$ cat src/include/hostLink_consts.svh
`ifndef HOSTLINK_CONSTS_SVH
`define HOSTLINK_CONSTS_SVH

// ------------------------------------------------------------
// host pipe word layout
// ------------------------------------------------------------
// one host pipe word
`define HL_WORD_W 32
// opcode sits in the top byte of every word
`define HL_CODE_W 8
// padding opcode, dropped downstream and inserted upstream
`define HL_NOP_CODE 64

// queue depths in words
`define HL_DS_DEPTH 16
`define HL_US_DEPTH 16

// ------------------------------------------------------------
// AXI4-Lite register byte offsets
// ------------------------------------------------------------
`define HL_REG_CTRL 'h00
`define HL_REG_STATUS 'h04
`define HL_REG_DSCOUNT 'h08
`define HL_REG_NOPCOUNT 'h0C
`define HL_REG_PADCOUNT 'h10

`endif

$ cat src/hdl/hostLinkPkg.sv
`include "hostLink_consts.svh"

package hostLinkPkg;

  // ------------------------------------------------------------
  // downstream word, after the NOP filter
  // ------------------------------------------------------------
  // code is the top byte of the host word
  // payload is everything below it
  typedef struct packed {
    logic [`HL_CODE_W-1:0] code;
    logic [`HL_WORD_W-`HL_CODE_W-1:0] payload;
  } dsWord_t;

  // ------------------------------------------------------------
  // upstream word
  // ------------------------------------------------------------
  // passed to the host as is, no field split
  typedef logic [`HL_WORD_W-1:0] usWord_t;

endpackage

$ cat src/hdl/wordFifo.sv
module wordFifo #(
  parameter type itemType = logic [31:0],
  parameter int depth = 16
) (
  input  logic clk,
  input  logic rstN,
  input  logic flush,
  input  logic pushValid,
  input  itemType pushData,
  output logic full,
  input  logic popReady,
  output logic popValid,
  output itemType popData,
  output logic [$clog2(depth + 1)-1:0] level
);

  localparam int ptrW = (depth > 1) ? $clog2(depth) : 1;
  localparam int cntW = $clog2(depth + 1);

  // ring storage behind the head register
  itemType mem [depth];
  logic [ptrW-1:0] wrPtr;
  logic [ptrW-1:0] rdPtr;
  logic [cntW-1:0] memCount;

  // head entry, drives the pop side straight from flops
  logic headValid;
  itemType headData;

  logic pushFire;
  logic popFire;
  logic headLoad;
  logic memPop;
  logic bypass;
  logic memPush;

  // wrap for depths that are not a power of two
  function automatic logic [ptrW-1:0] nextPtr(input logic [ptrW-1:0] ptr);
    logic [ptrW-1:0] nxt;
    nxt = (ptr == ptrW'(depth - 1)) ? '0 : ptr + 1'b1;
    return nxt;
  endfunction

  // level counts the head entry too
  assign level = memCount + cntW'(headValid);
  assign full = (level == cntW'(depth));
  assign popValid = headValid;
  assign popData = headData;

  assign pushFire = pushValid & ~full;
  assign popFire = headValid & popReady;
  // head is free this cycle, or is being emptied
  assign headLoad = ~headValid | popFire;
  assign memPop = headLoad & (memCount != '0);
  // ring empty, so a new push goes straight to the head
  assign bypass = headLoad & (memCount == '0) & pushFire;
  assign memPush = pushFire & ~bypass;

  // ------------------------------------------------------------
  // control state
  // ------------------------------------------------------------
  always_ff @(posedge clk) begin
    if (!rstN || flush) begin
      wrPtr <= '0;
      rdPtr <= '0;
      memCount <= '0;
      headValid <= 1'b0;
    end else begin
      if (memPush) begin
        wrPtr <= nextPtr(wrPtr);
      end
      if (memPop) begin
        rdPtr <= nextPtr(rdPtr);
      end
      case ({memPush, memPop})
        2'b10: memCount <= memCount + 1'b1;
        2'b01: memCount <= memCount - 1'b1;
        default: memCount <= memCount;
      endcase
      if (headLoad) begin
        headValid <= memPop | bypass;
      end
    end
  end

  // storage and head payload
  always_ff @(posedge clk) begin
    if (memPush) begin
      mem[wrPtr] <= pushData;
    end
    if (memPop) begin
      headData <= mem[rdPtr];
    end else if (bypass) begin
      headData <= pushData;
    end
  end

endmodule

$ cat src/hdl/pipeInDecoder.sv
`include "hostLink_consts.svh"

module pipeInDecoder (
  input  logic pipeInWrite,
  input  logic [`HL_WORD_W-1:0] pipeInData,
  output logic pipeInReady,
  input  logic dsEnable,
  input  logic fifoFull,
  output logic pushValid,
  output hostLinkPkg::dsWord_t pushData,
  output logic nopSeen
);

  localparam int payloadW = `HL_WORD_W - `HL_CODE_W;

  logic accept;
  logic isNop;
  logic [`HL_CODE_W-1:0] wordCode;

  // ------------------------------------------------------------
  // host side flow control
  // ------------------------------------------------------------
  // take words only while the direction is on and there is room
  assign pipeInReady = dsEnable & ~fifoFull;
  assign accept = pipeInWrite & pipeInReady;

  // ------------------------------------------------------------
  // opcode classification
  // ------------------------------------------------------------
  // opcode lives in the top byte
  assign wordCode = pipeInData[`HL_WORD_W-1 -: `HL_CODE_W];
  assign isNop = (wordCode == `HL_CODE_W'(`HL_NOP_CODE));

  // padding is dropped here and only counted
  assign nopSeen = accept & isNop;
  // real words go to the queue in the same cycle
  assign pushValid = accept & ~isNop;

  // split into code and payload
  assign pushData.code = wordCode;
  assign pushData.payload = pipeInData[payloadW-1:0];

endmodule

$ cat src/hdl/pipeOutPacker.sv
`include "hostLink_consts.svh"

module pipeOutPacker (
  input  logic clk,
  input  logic rstN,
  input  logic pipeOutRead,
  output logic [`HL_WORD_W-1:0] pipeOutData,
  input  logic usEnable,
  input  logic popValid,
  input  hostLinkPkg::usWord_t popData,
  output logic popReady,
  output logic padSeen
);

  // filler for reads with nothing to send
  localparam hostLinkPkg::usWord_t nopWord = {
    `HL_CODE_W'(`HL_NOP_CODE),
    {(`HL_WORD_W - `HL_CODE_W){1'b0}}
  };

  // read strobe from the previous edge
  logic readQ;
  logic haveWord;

  // ------------------------------------------------------------
  // pop decision
  // ------------------------------------------------------------
  // a pending read is served from the queue when allowed
  assign haveWord = usEnable & popValid;
  assign popReady = readQ & usEnable;
  // otherwise the read gets a NOP word
  assign padSeen = readQ & ~haveWord;

  always_ff @(posedge clk) begin
    if (!rstN) begin
      readQ <= 1'b0;
      pipeOutData <= '0;
    end else begin
      readQ <= pipeOutRead;
      // word holds until the next read
      if (readQ) begin
        pipeOutData <= haveWord ? popData : nopWord;
      end
    end
  end

endmodule

$ cat src/hdl/linkRegs.sv
`include "hostLink_consts.svh"

module linkRegs #(
  parameter int addrW = 8,
  parameter int dsLevelW = 5,
  parameter int usLevelW = 5
) (
  input  logic clk,
  input  logic rstN,
  // write address
  input  logic [addrW-1:0] awAddr,
  input  logic awValid,
  output logic awReady,
  // write data
  input  logic [`HL_WORD_W-1:0] wData,
  input  logic wValid,
  output logic wReady,
  // write response
  output logic [1:0] bResp,
  output logic bValid,
  input  logic bReady,
  // read address
  input  logic [addrW-1:0] arAddr,
  input  logic arValid,
  output logic arReady,
  // read data
  output logic [`HL_WORD_W-1:0] rData,
  output logic [1:0] rResp,
  output logic rValid,
  input  logic rReady,
  // control and status
  output logic dsEnable,
  output logic usEnable,
  output logic flush,
  input  logic [dsLevelW-1:0] dsLevel,
  input  logic [usLevelW-1:0] usLevel,
  input  logic dsPush,
  input  logic nopSeen,
  input  logic padSeen
);

  localparam logic [1:0] respOkay = 2'b00;

  logic awFire;
  logic wFire;
  logic arFire;
  logic awSeen;
  logic wSeen;
  logic [addrW-1:0] awAddrQ;
  logic [`HL_WORD_W-1:0] wDataQ;
  logic writeGo;
  logic [addrW-1:0] wrAddr;
  logic [`HL_WORD_W-1:0] wrData;
  logic [`HL_WORD_W-1:0] readMux;

  // event counters
  logic [`HL_WORD_W-1:0] dsCount;
  logic [`HL_WORD_W-1:0] nopCount;
  logic [`HL_WORD_W-1:0] padCount;

  assign bResp = respOkay;
  assign rResp = respOkay;

  assign awFire = awValid & awReady;
  assign wFire = wValid & wReady;
  assign arFire = arValid & arReady;

  // ------------------------------------------------------------
  // write path
  // ------------------------------------------------------------
  // take address and data from the latch, or live from the bus
  assign wrAddr = awSeen ? awAddrQ : awAddr;
  assign wrData = wSeen ? wDataQ : wData;
  // commits on the edge where the later of the two arrives
  assign writeGo = (awSeen | awFire) & (wSeen | wFire) & ~bValid;

  always_ff @(posedge clk) begin
    if (!rstN) begin
      awReady <= 1'b0;
      wReady <= 1'b0;
      awSeen <= 1'b0;
      wSeen <= 1'b0;
      bValid <= 1'b0;
      dsEnable <= 1'b0;
      usEnable <= 1'b0;
      flush <= 1'b0;
      dsCount <= '0;
      nopCount <= '0;
      padCount <= '0;
    end else begin
      // readies are single cycle pulses, one transaction at a time
      awReady <= ~awReady & awValid & ~awSeen & ~bValid;
      wReady <= ~wReady & wValid & ~wSeen & ~bValid;
      flush <= 1'b0;

      if (writeGo) begin
        awSeen <= 1'b0;
        wSeen <= 1'b0;
        bValid <= 1'b1;
      end else begin
        if (awFire) awSeen <= 1'b1;
        if (wFire) wSeen <= 1'b1;
        if (bValid && bReady) bValid <= 1'b0;
      end

      // counters, a write to the offset clears
      if (writeGo && wrAddr == addrW'(`HL_REG_DSCOUNT)) begin
        dsCount <= '0;
      end else if (dsPush) begin
        dsCount <= dsCount + 1'b1;
      end
      if (writeGo && wrAddr == addrW'(`HL_REG_NOPCOUNT)) begin
        nopCount <= '0;
      end else if (nopSeen) begin
        nopCount <= nopCount + 1'b1;
      end
      if (writeGo && wrAddr == addrW'(`HL_REG_PADCOUNT)) begin
        padCount <= '0;
      end else if (padSeen) begin
        padCount <= padCount + 1'b1;
      end

      // ctrl, bit2 only fires the flush pulse
      if (writeGo && wrAddr == addrW'(`HL_REG_CTRL)) begin
        dsEnable <= wrData[0];
        usEnable <= wrData[1];
        flush <= wrData[2];
      end
    end
  end

  // latched halves of a split write
  always_ff @(posedge clk) begin
    if (awFire) awAddrQ <= awAddr;
    if (wFire) wDataQ <= wData;
  end

  // ------------------------------------------------------------
  // read path
  // ------------------------------------------------------------
  always_comb begin
    readMux = '0;
    case (arAddr)
      addrW'(`HL_REG_CTRL): readMux = {30'd0, usEnable, dsEnable};
      addrW'(`HL_REG_STATUS): readMux = {16'd0, 8'(usLevel), 8'(dsLevel)};
      addrW'(`HL_REG_DSCOUNT): readMux = dsCount;
      addrW'(`HL_REG_NOPCOUNT): readMux = nopCount;
      addrW'(`HL_REG_PADCOUNT): readMux = padCount;
      // unknown offsets read as zero
      default: readMux = '0;
    endcase
  end

  always_ff @(posedge clk) begin
    if (!rstN) begin
      arReady <= 1'b0;
      rValid <= 1'b0;
    end else begin
      arReady <= ~arReady & arValid & ~rValid;
      if (arFire) begin
        rValid <= 1'b1;
      end else if (rValid && rReady) begin
        rValid <= 1'b0;
      end
    end
  end

  // read data is captured with the address
  always_ff @(posedge clk) begin
    if (arFire) rData <= readMux;
  end

endmodule

$ cat src/hdl/hostLinkTop.sv
`include "hostLink_consts.svh"

module hostLinkTop (
  input  logic clk,
  input  logic rstN,
  // host pipe-in
  input  logic pipeInWrite,
  input  logic [`HL_WORD_W-1:0] pipeInData,
  output logic pipeInReady,
  // host pipe-out
  input  logic pipeOutRead,
  output logic [`HL_WORD_W-1:0] pipeOutData,
  // downstream channel
  output logic dsValid,
  output logic [`HL_CODE_W-1:0] dsCode,
  output logic [`HL_WORD_W-`HL_CODE_W-1:0] dsPayload,
  input  logic dsReady,
  // upstream channel
  input  logic usValid,
  input  logic [`HL_WORD_W-1:0] usData,
  output logic usReady,
  // AXI4-Lite
  input  logic [7:0] awAddr,
  input  logic awValid,
  output logic awReady,
  input  logic [`HL_WORD_W-1:0] wData,
  input  logic wValid,
  output logic wReady,
  output logic [1:0] bResp,
  output logic bValid,
  input  logic bReady,
  input  logic [7:0] arAddr,
  input  logic arValid,
  output logic arReady,
  output logic [`HL_WORD_W-1:0] rData,
  output logic [1:0] rResp,
  output logic rValid,
  input  logic rReady
);

  localparam int dsLevelW = $clog2(`HL_DS_DEPTH + 1);
  localparam int usLevelW = $clog2(`HL_US_DEPTH + 1);

  logic dsEnable;
  logic usEnable;
  logic flush;
  logic dsPush;
  logic dsFull;
  logic usFull;
  logic nopSeen;
  logic padSeen;
  logic [dsLevelW-1:0] dsLevel;
  logic [usLevelW-1:0] usLevel;
  logic usPopValid;
  logic usPopReady;
  hostLinkPkg::dsWord_t dsPushData;
  hostLinkPkg::dsWord_t dsHead;
  hostLinkPkg::usWord_t usHead;

  // downstream head split onto the channel
  assign dsCode = dsHead.code;
  assign dsPayload = dsHead.payload;
  assign usReady = ~usFull;

  linkRegs #(
    .addrW(8),
    .dsLevelW(dsLevelW),
    .usLevelW(usLevelW)
  ) u_regs (
    .clk(clk), .rstN(rstN),
    .awAddr(awAddr), .awValid(awValid), .awReady(awReady),
    .wData(wData), .wValid(wValid), .wReady(wReady),
    .bResp(bResp), .bValid(bValid), .bReady(bReady),
    .arAddr(arAddr), .arValid(arValid), .arReady(arReady),
    .rData(rData), .rResp(rResp), .rValid(rValid), .rReady(rReady),
    .dsEnable(dsEnable), .usEnable(usEnable), .flush(flush),
    .dsLevel(dsLevel), .usLevel(usLevel),
    .dsPush(dsPush), .nopSeen(nopSeen), .padSeen(padSeen)
  );

  // ------------------------------------------------------------
  // downstream path
  // ------------------------------------------------------------
  pipeInDecoder u_decoder (
    .pipeInWrite(pipeInWrite), .pipeInData(pipeInData), .pipeInReady(pipeInReady),
    .dsEnable(dsEnable), .fifoFull(dsFull),
    .pushValid(dsPush), .pushData(dsPushData), .nopSeen(nopSeen)
  );

  wordFifo #(
    .itemType(hostLinkPkg::dsWord_t),
    .depth(`HL_DS_DEPTH)
  ) u_dsFifo (
    .clk(clk), .rstN(rstN), .flush(flush),
    .pushValid(dsPush), .pushData(dsPushData), .full(dsFull),
    .popReady(dsReady), .popValid(dsValid), .popData(dsHead),
    .level(dsLevel)
  );

  // ------------------------------------------------------------
  // upstream path
  // ------------------------------------------------------------
  wordFifo #(
    .itemType(hostLinkPkg::usWord_t),
    .depth(`HL_US_DEPTH)
  ) u_usFifo (
    .clk(clk), .rstN(rstN), .flush(flush),
    .pushValid(usValid), .pushData(usData), .full(usFull),
    .popReady(usPopReady), .popValid(usPopValid), .popData(usHead),
    .level(usLevel)
  );

  pipeOutPacker u_packer (
    .clk(clk), .rstN(rstN),
    .pipeOutRead(pipeOutRead), .pipeOutData(pipeOutData),
    .usEnable(usEnable), .popValid(usPopValid), .popData(usHead),
    .popReady(usPopReady), .padSeen(padSeen)
  );

endmodule

$ cat config.mk
export PLATFORM = sky130hd
export DESIGN_NAME = hostLinkTop
export DESIGN_NICKNAME = d
export VERILOG_FILES = /design/src/hdl/hostLinkPkg.sv /design/src/hdl/wordFifo.sv /design/src/hdl/pipeInDecoder.sv /design/src/hdl/pipeOutPacker.sv /design/src/hdl/linkRegs.sv /design/src/hdl/hostLinkTop.sv
export VERILOG_INCLUDE_DIRS = /design/src /design/src/include
export SDC_FILE = /design/constraint.sdc
export NUM_CORES = 1
export LEC_CHECK = 0
export BUFFER_PORTS_ARGS = -buffer_cell sky130_fd_sc_hd__buf_2
export CORE_AREA = 2 2 325 327
export DETAILED_ROUTE_END_ITERATION = 7
export DIE_AREA = 0 0 327 329
export PLACE_DENSITY = 0.71
export REMOVE_ABC_BUFFERS = 1
export SETUP_SLACK_MARGIN = 0.4
export SLEW_MARGIN = 10
export SYNTH_ARGS = -nofsm -noshare
export SYNTH_HDL_FRONTEND = slang
export SYNTH_SLANG_ARGS = --single-unit
$ cat constraint.sdc
create_clock -name clk -period 6.5 [get_ports clk]
set_input_delay 0.65 -clock clk [delete_from_list [all_inputs] [get_ports clk]]
set_output_delay 0.65 -clock clk [all_outputs]
set_load 0.05 [all_outputs]
# Word-level counts from Yosys, hierarchy flattened
# Memories as Yosys holds them, arrays and structs flattened. A register that Yosys moved wholly into a read port is not among the register bits.
# Index checks and enable logic that the tools add are counted.
# op_classes
bitwise	54
reduce_logical	25
n_eq_ne	18
mux	26
n_addsub	13
# op_table
op	count
32-bit two-way mux	5
32-bit case mux with 5 select lines	1
32-bit by 1-bit adder with 32-bit output (second input constant)	3
1-bit bitwise AND	32
8-bit by 4-bit equality test with 1-bit output (second input constant)	4
4-bit two-way mux	8
5-bit case mux with 2 select lines	2
4-bit by 1-bit adder with 4-bit output (second input constant)	4
4-bit equality test (second input constant)	4
8-bit by 5-bit equality test with 1-bit output (second input constant)	2
8-bit logical NOT	2
1-bit inverter	16
2-bit nonzero test	6
5-bit by 1-bit adder with 5-bit output	2
5-bit by 1-bit adder with 5-bit output (second input constant)	2
5-bit equality test (second input constant)	2
5-bit logical NOT	2
5-bit nonzero test	2
5-bit by 1-bit subtractor with 5-bit output (second input constant)	2
8-bit by 3-bit equality test with 1-bit output (second input constant)	1
8-bit by 7-bit equality test with 1-bit output (second input constant)	1
1-bit two-way mux	8
8-bit two-way mux	1
2-bit OR reduction	4
8 further kinds	20
# word_totals
ff_bits	274
ramBits	1024
n_memories	2
out_inout_bits	108
# mem_list
name	depth	width	rd	rd_clocked_by_memory_dff	wr	line_no	rtl
u_dsFifo.mem	16	32	1	1	1	wordFifo.sv:21	itemType mem [depth];
u_usFifo.mem	16	32	1	1	1	wordFifo.sv:21	

# Logic depth before layout (Yosys ltp)
# Gate-level depths: netlist (run 1).
# depth
ltp_word	12
ltp_mapped	16
mapped_depth_nobuf	15

# Hierarchy
# From an unflattened synthesis (run 1), not the netlist that was laid out.
# unflattened
cells_unflattened	2890
area_unflattened_um2	51815.9
# by_module_without_submodules
mod	cells_each	n_inst	seq_area_each_um2	area_per_inst_um2
wordFifo	997	2	16696.0	21642.0
linkRegs	707	1	3413.3	6785.3
pipeOutPacker	150	1	660.6	1443.9
pipeInDecoder	38	1	0.0	299.0
hostLinkTop	1	1	0.0	3.8

# Least setup slack after synthesis (run 1)
# Ideal clock, no wire load.
# synth_path
kind	reg-to-reg
startpoint	register u_dsFifo.headValid, in the netlist u_dsFifo.popValid
endpoint	memory u_dsFifo.mem[3][0] (netlist bit), enable pin
arrival_time_ns	5.054
path_stages_with_launch	7
slack_ns	0.945
setup_ns	0.502
synth_period_minus_slack_ns	5.555
path_cell_list	dfxtp_1 -> ha_1 -> and3_1 -> mux2i_4 -> o21ai_0 -> clkbuf_1 -> nor4_1
# synth_between
elab_chain_len	12
elab_cells_between_ends	16
classes_between	add/sub: 1; eq/ne: 1; mux: 2; bitwise: 12
# synth_lines
element	line_no	rtl
start, declared	wordFifo.sv:27	logic headValid;
start signal, assigned	wordFifo.sv:81	headValid <= memPop | bypass;
5-bit by 1-bit adder with 5-bit output	wordFifo.sv:45	assign level = memCount + cntW'(headValid);
5-bit equality test	wordFifo.sv:46	assign full = (level == cntW'(depth));
1-bit inverter	wordFifo.sv:50, pipeInDecoder.sv:24	
1-bit bitwise AND	pipeInDecoder.sv:24	assign pipeInReady = dsEnable & ~fifoFull;
1-bit bitwise AND	pipeInDecoder.sv:25	assign accept = pipeInWrite & pipeInReady;
1-bit bitwise AND	pipeInDecoder.sv:37	assign pushValid = accept & ~isNop;
1-bit bitwise AND	wordFifo.sv:50	assign pushFire = pushValid & ~full;
1-bit bitwise AND	wordFifo.sv:56	assign bypass = headLoad & (memCount == '0) & pushFire;
1-bit inverter	wordFifo.sv:57	assign memPush = pushFire & ~bypass;
1-bit bitwise AND *	wordFifo.sv:57	
1-bit two-way mux *	wordFifo.sv:88	if (memPush) begin
1-bit two-way mux (not written as such) *	wordFifo.sv:89	mem[wrPtr] <= pushData;
end, declared	wordFifo.sv:21	
# Every way passes the cells marked *; elsewhere a longest branch is shown, timed or not.

# Worst setup path in the final report (run 1)
# layout_path
startpoint	register u_dsFifo.memCount[4]
endpoint	register u_dsFifo.memCount[4]
# layout_between
elab_cells_between_ends	20
classes_between	add/sub: 3; eq/ne: 3; mux: 1; bitwise: 10; reduce/logical: 3
# layout_rtl
element	line_no	rtl
start, declared	wordFifo.sv:24	logic [cntW-1:0] memCount;
start signal, assigned	wordFifo.sv:76	2'b10: memCount <= memCount + 1'b1;
start signal, assigned	wordFifo.sv:77	2'b01: memCount <= memCount - 1'b1;
start signal, assigned	wordFifo.sv:78	default: memCount <= memCount;
5-bit nonzero test *	wordFifo.sv:54	assign memPop = headLoad & (memCount != '0);
1-bit bitwise AND *	wordFifo.sv:54	
net u_dsFifo.memPop	wordFifo.sv:33	logic memPop;
2-bit by 1-bit equality test with 1-bit output or 2-bit equality test (tied branches)	wordFifo.sv:75	case ({memPush, memPop})
5-bit case mux with 2 select lines or 2-bit nonzero test (tied branches)	n/a	
# Mark *: on every way through the listed nets, which the timed path passes. The rest lies on a longest branch.
# A chain may end at the register's enable or synchronous reset.

==> run metrics, run 1 <==
Final Util 56.5%; final WL about 120000 µm; die area 108000 µm²; Nets about 3300; min-delay worst type in -> reg; fin cells 4618; total power roughly 19 mW; total CTS buffers around 140; Fin Clk Skew roughly 51 ps; Primary FF master, synth edfxtp_1; max_cap viols 0; mean post-synth cell area roughly 18 µm²; post-synthesis async set-or-reset flop share 0%; Setup WS post-layout 2350 ps; Lkg Pwr around 19 nW; initial antenna violation count 16; Finished Cell Area around 60000 µm²; overall routing resource usage roughly 22%; via count around 28000; kind of critical path reg -> reg; share of cells above drive strength 1 26.2%; Crit Path Max Fanout 36; H-tree lvl count 4; Post-route DRC 3; Worst-Skew Late Latency ~760 ps; Hold WS around 100 ps; Top Metal Used met5; Post-synth EDFFs 1131; Least-Margin Pin Slew 1140 ps; CTS Buffer Depth 3; synth unique cells 72; Core Footprint between 100000 and 150000 µm²; total negative setup slack 0 ps; Chip Height approximately 330 µm; YS warnings 0; largest net degree at the start of global routing 89; Post-CTS Setup Inserts 0; post-synthesis cell area 51800 µm²; Met1 Wirelength between 40000 and 50000 µm; WL met2 roughly 60000 µm; global-route congestion overflow total 0; Max-slew headroom approximately a quarter; crit-path cells nor3_1 > nand2_1 > nand2_2 > inv_1 > ha_1 > xor2_1 > ha_1 > a211o_1 > a21oi_1 > a221oi_1 > or3_1 > a21oi_1; most common cell after layout, fill and taps aside edfxtp_1; area grow syn2layout 13.8%; gp weighted congestion 0.839; Worst path slowest cell nand2_2; worst slack, placed 2280 ps; crit-path max cell delay 860 ps; CP endpoint kind flip-flop; final setup vio count 0; Port Buffers around 200; dpl cells around 4400; Storage cell area between 30000 and 40000 µm²; commonest non-fill, non-tap cells in the layout 1131 x edfxtp_1, 256 x mux4_2, 197 x buf_2; Crit path arrival time roughly 4800 ps; die span in x 327 µm; vias in the first global route ~29000; min Tclk post-route just over 4000 ps; worst path required time 7130 ps; initial drt markers 3059; Post-DP HPWL between 60000 and 70000 µm; r2r setup slk approximately 2300 ps; synthesized flop and latch total approximately 1300; number of fill cells around 7700; drt pass-1 iters 8; violated checks DRC; Fin. Hold Viols 0; Crit path buffers/inverters 1; Post-CTS Hold Buffers 0; Max Clk Rate ~0.24 GHz; CTS tree built; unrepaired setup endpoints after global routing no; Worst-path clk slew approximately 50 ps; maximum vdd drop ~0.28 mV; clk sink count between 1000 and 1500; WL met3 a little over 8000 µm; Slew Viols, Final 0; P per Cell Area 322 nW/µm²; CP delay by family, top simple AND/OR/NAND/NOR gates; I/O Pins about 230; # resized after CTS 0; status finished, violations left; first-pass GRT wire length around 180000 µm; Multi-input gate area about 14000 µm²; Post-Synthesis Cells around 2900; Initial Util about half; vias per cell 6.05; Placed Area 54600 µm²; Rows around 120; register area share after synthesis between 70 and 80%; nature of the critical path startpoint flip-flop; Routed wire per std cell approximately 25 µm; clock root cell clkbuf_16; Final period util 63.9%; remaining antenna violation count 0
where the power goes:
group	internal [mW]	switching, mW
logic	0.785	1.05
registers	9.46	0.174
clock network	4.29	3.23
cells by family after synthesis:
kind of cell | after synthesis | share of synthesized area [%]
other | 1 | 0.00724
AND/OR/NAND/NOR | 514 | 5.03
multiplexers | 432 | 14.7
AO/OA/AOI/OAI | 302 | 4.39
XOR/XNOR | 69 | 1.17
adder cells (fa/ha/maj) | 26 | 0.642
buffers and inverters | 223 | 1.73
flip-flops | 1306 | 72.3
flip-flops by register name, summed over array words and instances, names as in the netlist, 3 cells and up, named ones only:
signal / count
u_dsFifo.mem: 512
u_usFifo.mem: 512
u_dsFifo.popData: 32
u_packer.pipeOutData: 32
u_regs.dsCount: 32
u_regs.nopCount: 32
u_regs.padCount: 32
u_regs.rData: 32
u_usFifo.popData: 32
u_regs.awAddrQ: 8
u_dsFifo.memCount: 5
u_usFifo.memCount: 5
u_dsFifo.rdPtr: 4
u_dsFifo.wrPtr: 4
u_usFifo.rdPtr: 4
u_usFifo.wrPtr: 4
u_regs.wDataQ: 3
final cells by class:
type	instances	area share, %
tap	1391	2.95
multi-input combinational	1347	23.2
antenna	4	0.0170
clock buffer	181	6.24
clock inverter	67	1.19
sequential	1306	63.6
timing repair buffer	257	2.46
inverter	65	0.414
synth_stat cells, types with 5 or more instances:
master / count / area [µm²]
a2111oi_0: 10 / 87.6
a21oi_1: 81 / 405
a221o_1: 66 / 661
a222oi_1: 23 / 230
a22oi_1: 8 / 60.1
a31oi_1: 9 / 56.3
and2_1: 16 / 100
and3_1: 22 / 138
and4_1: 12 / 105
buf_1: 26 / 97.6
buf_2: 35 / 175
clkbuf_1: 93 / 349
dfxtp_1: 175 / 3500
edfxtp_1: 1131 / 34000
ha_1: 25 / 313
inv_1: 64 / 240
mux2_2: 71 / 800
mux2i_1: 104 / 1040
mux4_2: 256 / 5770
nand2_1: 70 / 263
nand2b_1: 13 / 81.3
nand3_1: 43 / 215
nand4_1: 25 / 156
nor2_1: 171 / 642
nor2b_1: 5 / 31.3
nor3_1: 61 / 305
nor4_1: 11 / 68.8
o21ai_0: 40 / 200
o31ai_1: 23 / 173
or3_1: 25 / 156
or4_1: 20 / 150
xnor2_1: 51 / 447
xor2_1: 18 / 158
path summary, 6_finish.rpt:
kind                                            from              endpoint  cells after the start
worst min-delay path                       awAddr[6]     u_regs.awAddrQ[6]                      1
worst max-delay path            u_dsFifo.memCount[4]  u_dsFifo.memCount[4]                     12
worst min register to register        u_regs.arReady        u_regs.arReady                      1
worst max register to register  u_dsFifo.memCount[4]  u_dsFifo.memCount[4]                     12
metal layers:
layer | global-route usage (%) | vias to the layer above
met5 | 0 | -
li1 | - | 12100
met1 | 27.5 | 14400
met2 | 37.3 | 1092
met3 | 4.46 | 259
met4 | 7.57 | 26
Power figures use the tool's default switching activity.
==> run 2, diff against run 1 <==
--- a/config.mk
+++ b/config.mk
@@ -10,7 +10,7 @@
 export CORE_AREA = 2 2 325 327
 export DETAILED_ROUTE_END_ITERATION = 7
 export DIE_AREA = 0 0 327 329
-export PLACE_DENSITY = 0.71
+export PLACE_DENSITY = 0.73
 export REMOVE_ABC_BUFFERS = 1
 export SETUP_SLACK_MARGIN = 0.4
 export SLEW_MARGIN = 10
==> constraint.sdc (replaced) <==
create_clock -name clk -period 3.8 [get_ports clk]
set_input_delay 0.38 -clock clk [delete_from_list [all_inputs] [get_ports clk]]
set_output_delay 0.38 -clock clk [all_outputs]
set_load 0.05 [all_outputs]
==> run 2 against run 1 <==
Critical path depth down 7. Sequential power up 71%. Power up 75%. Critical path type is now reg -> out. Global-route usage decreased by 0.21 points. Design area grew 2.4%. Worst setup slack got worse by 1800 ps. Register-to-register slack got worse by 1800 ps. Sequential share of layout area is 1.5 points lower. Final cell count rose by 2.0%. The flow now finishes without violations.
==> run metrics, run 2 (synthesis results as in run 1) <==
share of cells above drive strength 1 a little over a quarter; kind of critical path reg -> out; Switching Fraction between 20% and 30%; Final period util between 80 and 90%; die span in x 327 µm; die area between 100000 and 150000 µm²; CTS Buffer Depth 3; P per Cell Area between 500 and 600 nW/µm²; H-tree lvl count 4; Multi-input gate area approximately 14000 µm²; Placed Area ~55000 µm²; gp weighted congestion around 0.82; min-delay worst type in -> reg; max_cap viols 0; Rows about 120; Fin Clk Skew 34.9 ps; status finished, final reports clean; via count 28000; Power Internal around 25 mW; most common cell after layout, fill and taps aside edfxtp_1; Initial Util between 40% and 50%; total CTS buffers 133; Post-DP HPWL roughly 64000 µm; Post-route DRC 0; Lkg Pwr 19.2 nW; unrepaired setup endpoints after global routing yes; CP delay by family, top flip-flops; final WL 116000 µm; Worst-path clk slew around 70 ps; maximum vdd drop between 0.4 and 0.5 mV; Fin. Hold Viols 0; crit-path max cell delay between 500 and 600 ps; min Tclk post-route around 3300 ps; Crit path buffers/inverters 2; Finished Cell Area between 60000 and 70000 µm²; Crit path arrival time 2920 ps; worst path required time roughly 3400 ps; Max Clk Rate roughly 0.30 GHz; overall routing resource usage between 20% and 30%; number of fill cells 7572; remaining antenna violation count 0; area grow syn2layout 16.5%; total power roughly 33 mW; Worst-Skew Late Latency around 730 ps; Chip Height between 300 and 400 µm; initial antenna violation count 7; Least-Margin Pin Slew about 1200 ps; global-route congestion overflow total 0; Storage cell area 37500 µm²; crit-path cells and3_1 > mux2_2 > buf_4 > a21boi_0 > buf_2; clock root cell clkbuf_16; largest net degree at the start of global routing between 70 and 80; first-pass GRT wire length roughly 170000 µm; Slew Viols, Final 0; Port Buffers between 150 and 200; nature of the critical path startpoint flip-flop; I/O Pins about 230; CTS tree built; Worst path slowest cell dfxtp_1; dpl cells 4398; Sequential Power Share around half; fin cells 4711; commonest non-fill, non-tap cells in the layout 1131 x edfxtp_1, 256 x mux4_2, 197 x buf_2; Crit Path Max Fanout 20; vias in the first global route between 20000 and 30000; initial drt markers roughly 2800; leading registers by flop count u_dsFifo.mem (512), u_usFifo.mem (512); Routed wire per std cell 24.6 µm; Clk pwr share about 40%; clk sink count approximately 1300; CP endpoint kind primary output; Nets 3359; final setup vio count 0; vias per cell between 5 and 6; Core Footprint ~100000 µm²; drt pass-1 iters 6; share of total power in combinational logic between 10 and 15%; net switching power 7.67 mW; Max-slew headroom roughly 17%
==> run 2: path summary, 6_finish.rpt <==
check                       start                    to  slack (ps)  cells past startpoint
min reg2reg        u_regs.arReady        u_regs.arReady         450                      1
min                pipeInData[12]  u_dsFifo.mem[14][12]          50                      1
max          u_dsFifo.memCount[2]           pipeInReady         500                      5
max reg2reg  u_dsFifo.memCount[2]  u_dsFifo.memCount[4]         560                     13
==> run 2: what timing repair did <==
item	CTS	global route
pin swaps	0	1
setup endpoints to repair	3	4
buffers inserted	1	2
resized for setup	3	14
hold buffers	65	0
hold endpoints to repair	677	0
==> run 2: worst reg2reg max path: cells and delay by family (launching register included) <==
family	cells	cell delay [ps]
and+or+nand+nor	3	890
DFF	1	590
adders and majority gates	2	380
xor gates and xnor gates	1	150
muxes	1	280
AOI/OAI and AO/OA	5	750
buffers and inverters	1	110
==> run 2: layout make-up <==
class	count	area share (%)
clock inverter	70	1.42
antenna	2	0.00829
sequential	1306	62.1
tap	1391	2.88
clock buffer	173	6.05
inverter	65	0.404
timing repair buffer	357	4.41
multi-input combinational	1347	22.7
==> run 2: power by group through the flow <==
stage	registers, mW	clock network [mW]	logic (mW)
after global routing	16.5	14.1	3.66
after CTS	16.5	13.5	3.39
final	16.5	13.3	3.38
after global placement	16.7	0	3.25
after detailed placement	16.8	0	3.29
after floorplan	17.0	0	2.09
==> run 2: routing by layer <==
metal  share of wire [%]  vias to the layer above  track usage [%]  routed length, µm
met5               0.038                        -                0                 44
met3                 6.9                      225             4.33               7970
li1                    -                    12300                -                  -
met2                  51                     1032             36.7              59100
met4                 2.5                        8             6.87               2940
met1                  39                    14400             27.8              45700
==> run 2: metrics by stage <==
stage	TNS, ps	setup WS, ps	utilization, %	hold WS [ps]
floorplan	-558120	-2980	-	454
global placement	0	204	52.8	422
detailed placement	0	181	52.8	437
CTS	0	411	57.8	1.34
global route	0	342	57.8	17.4
finish	0	499	57.8	50.8
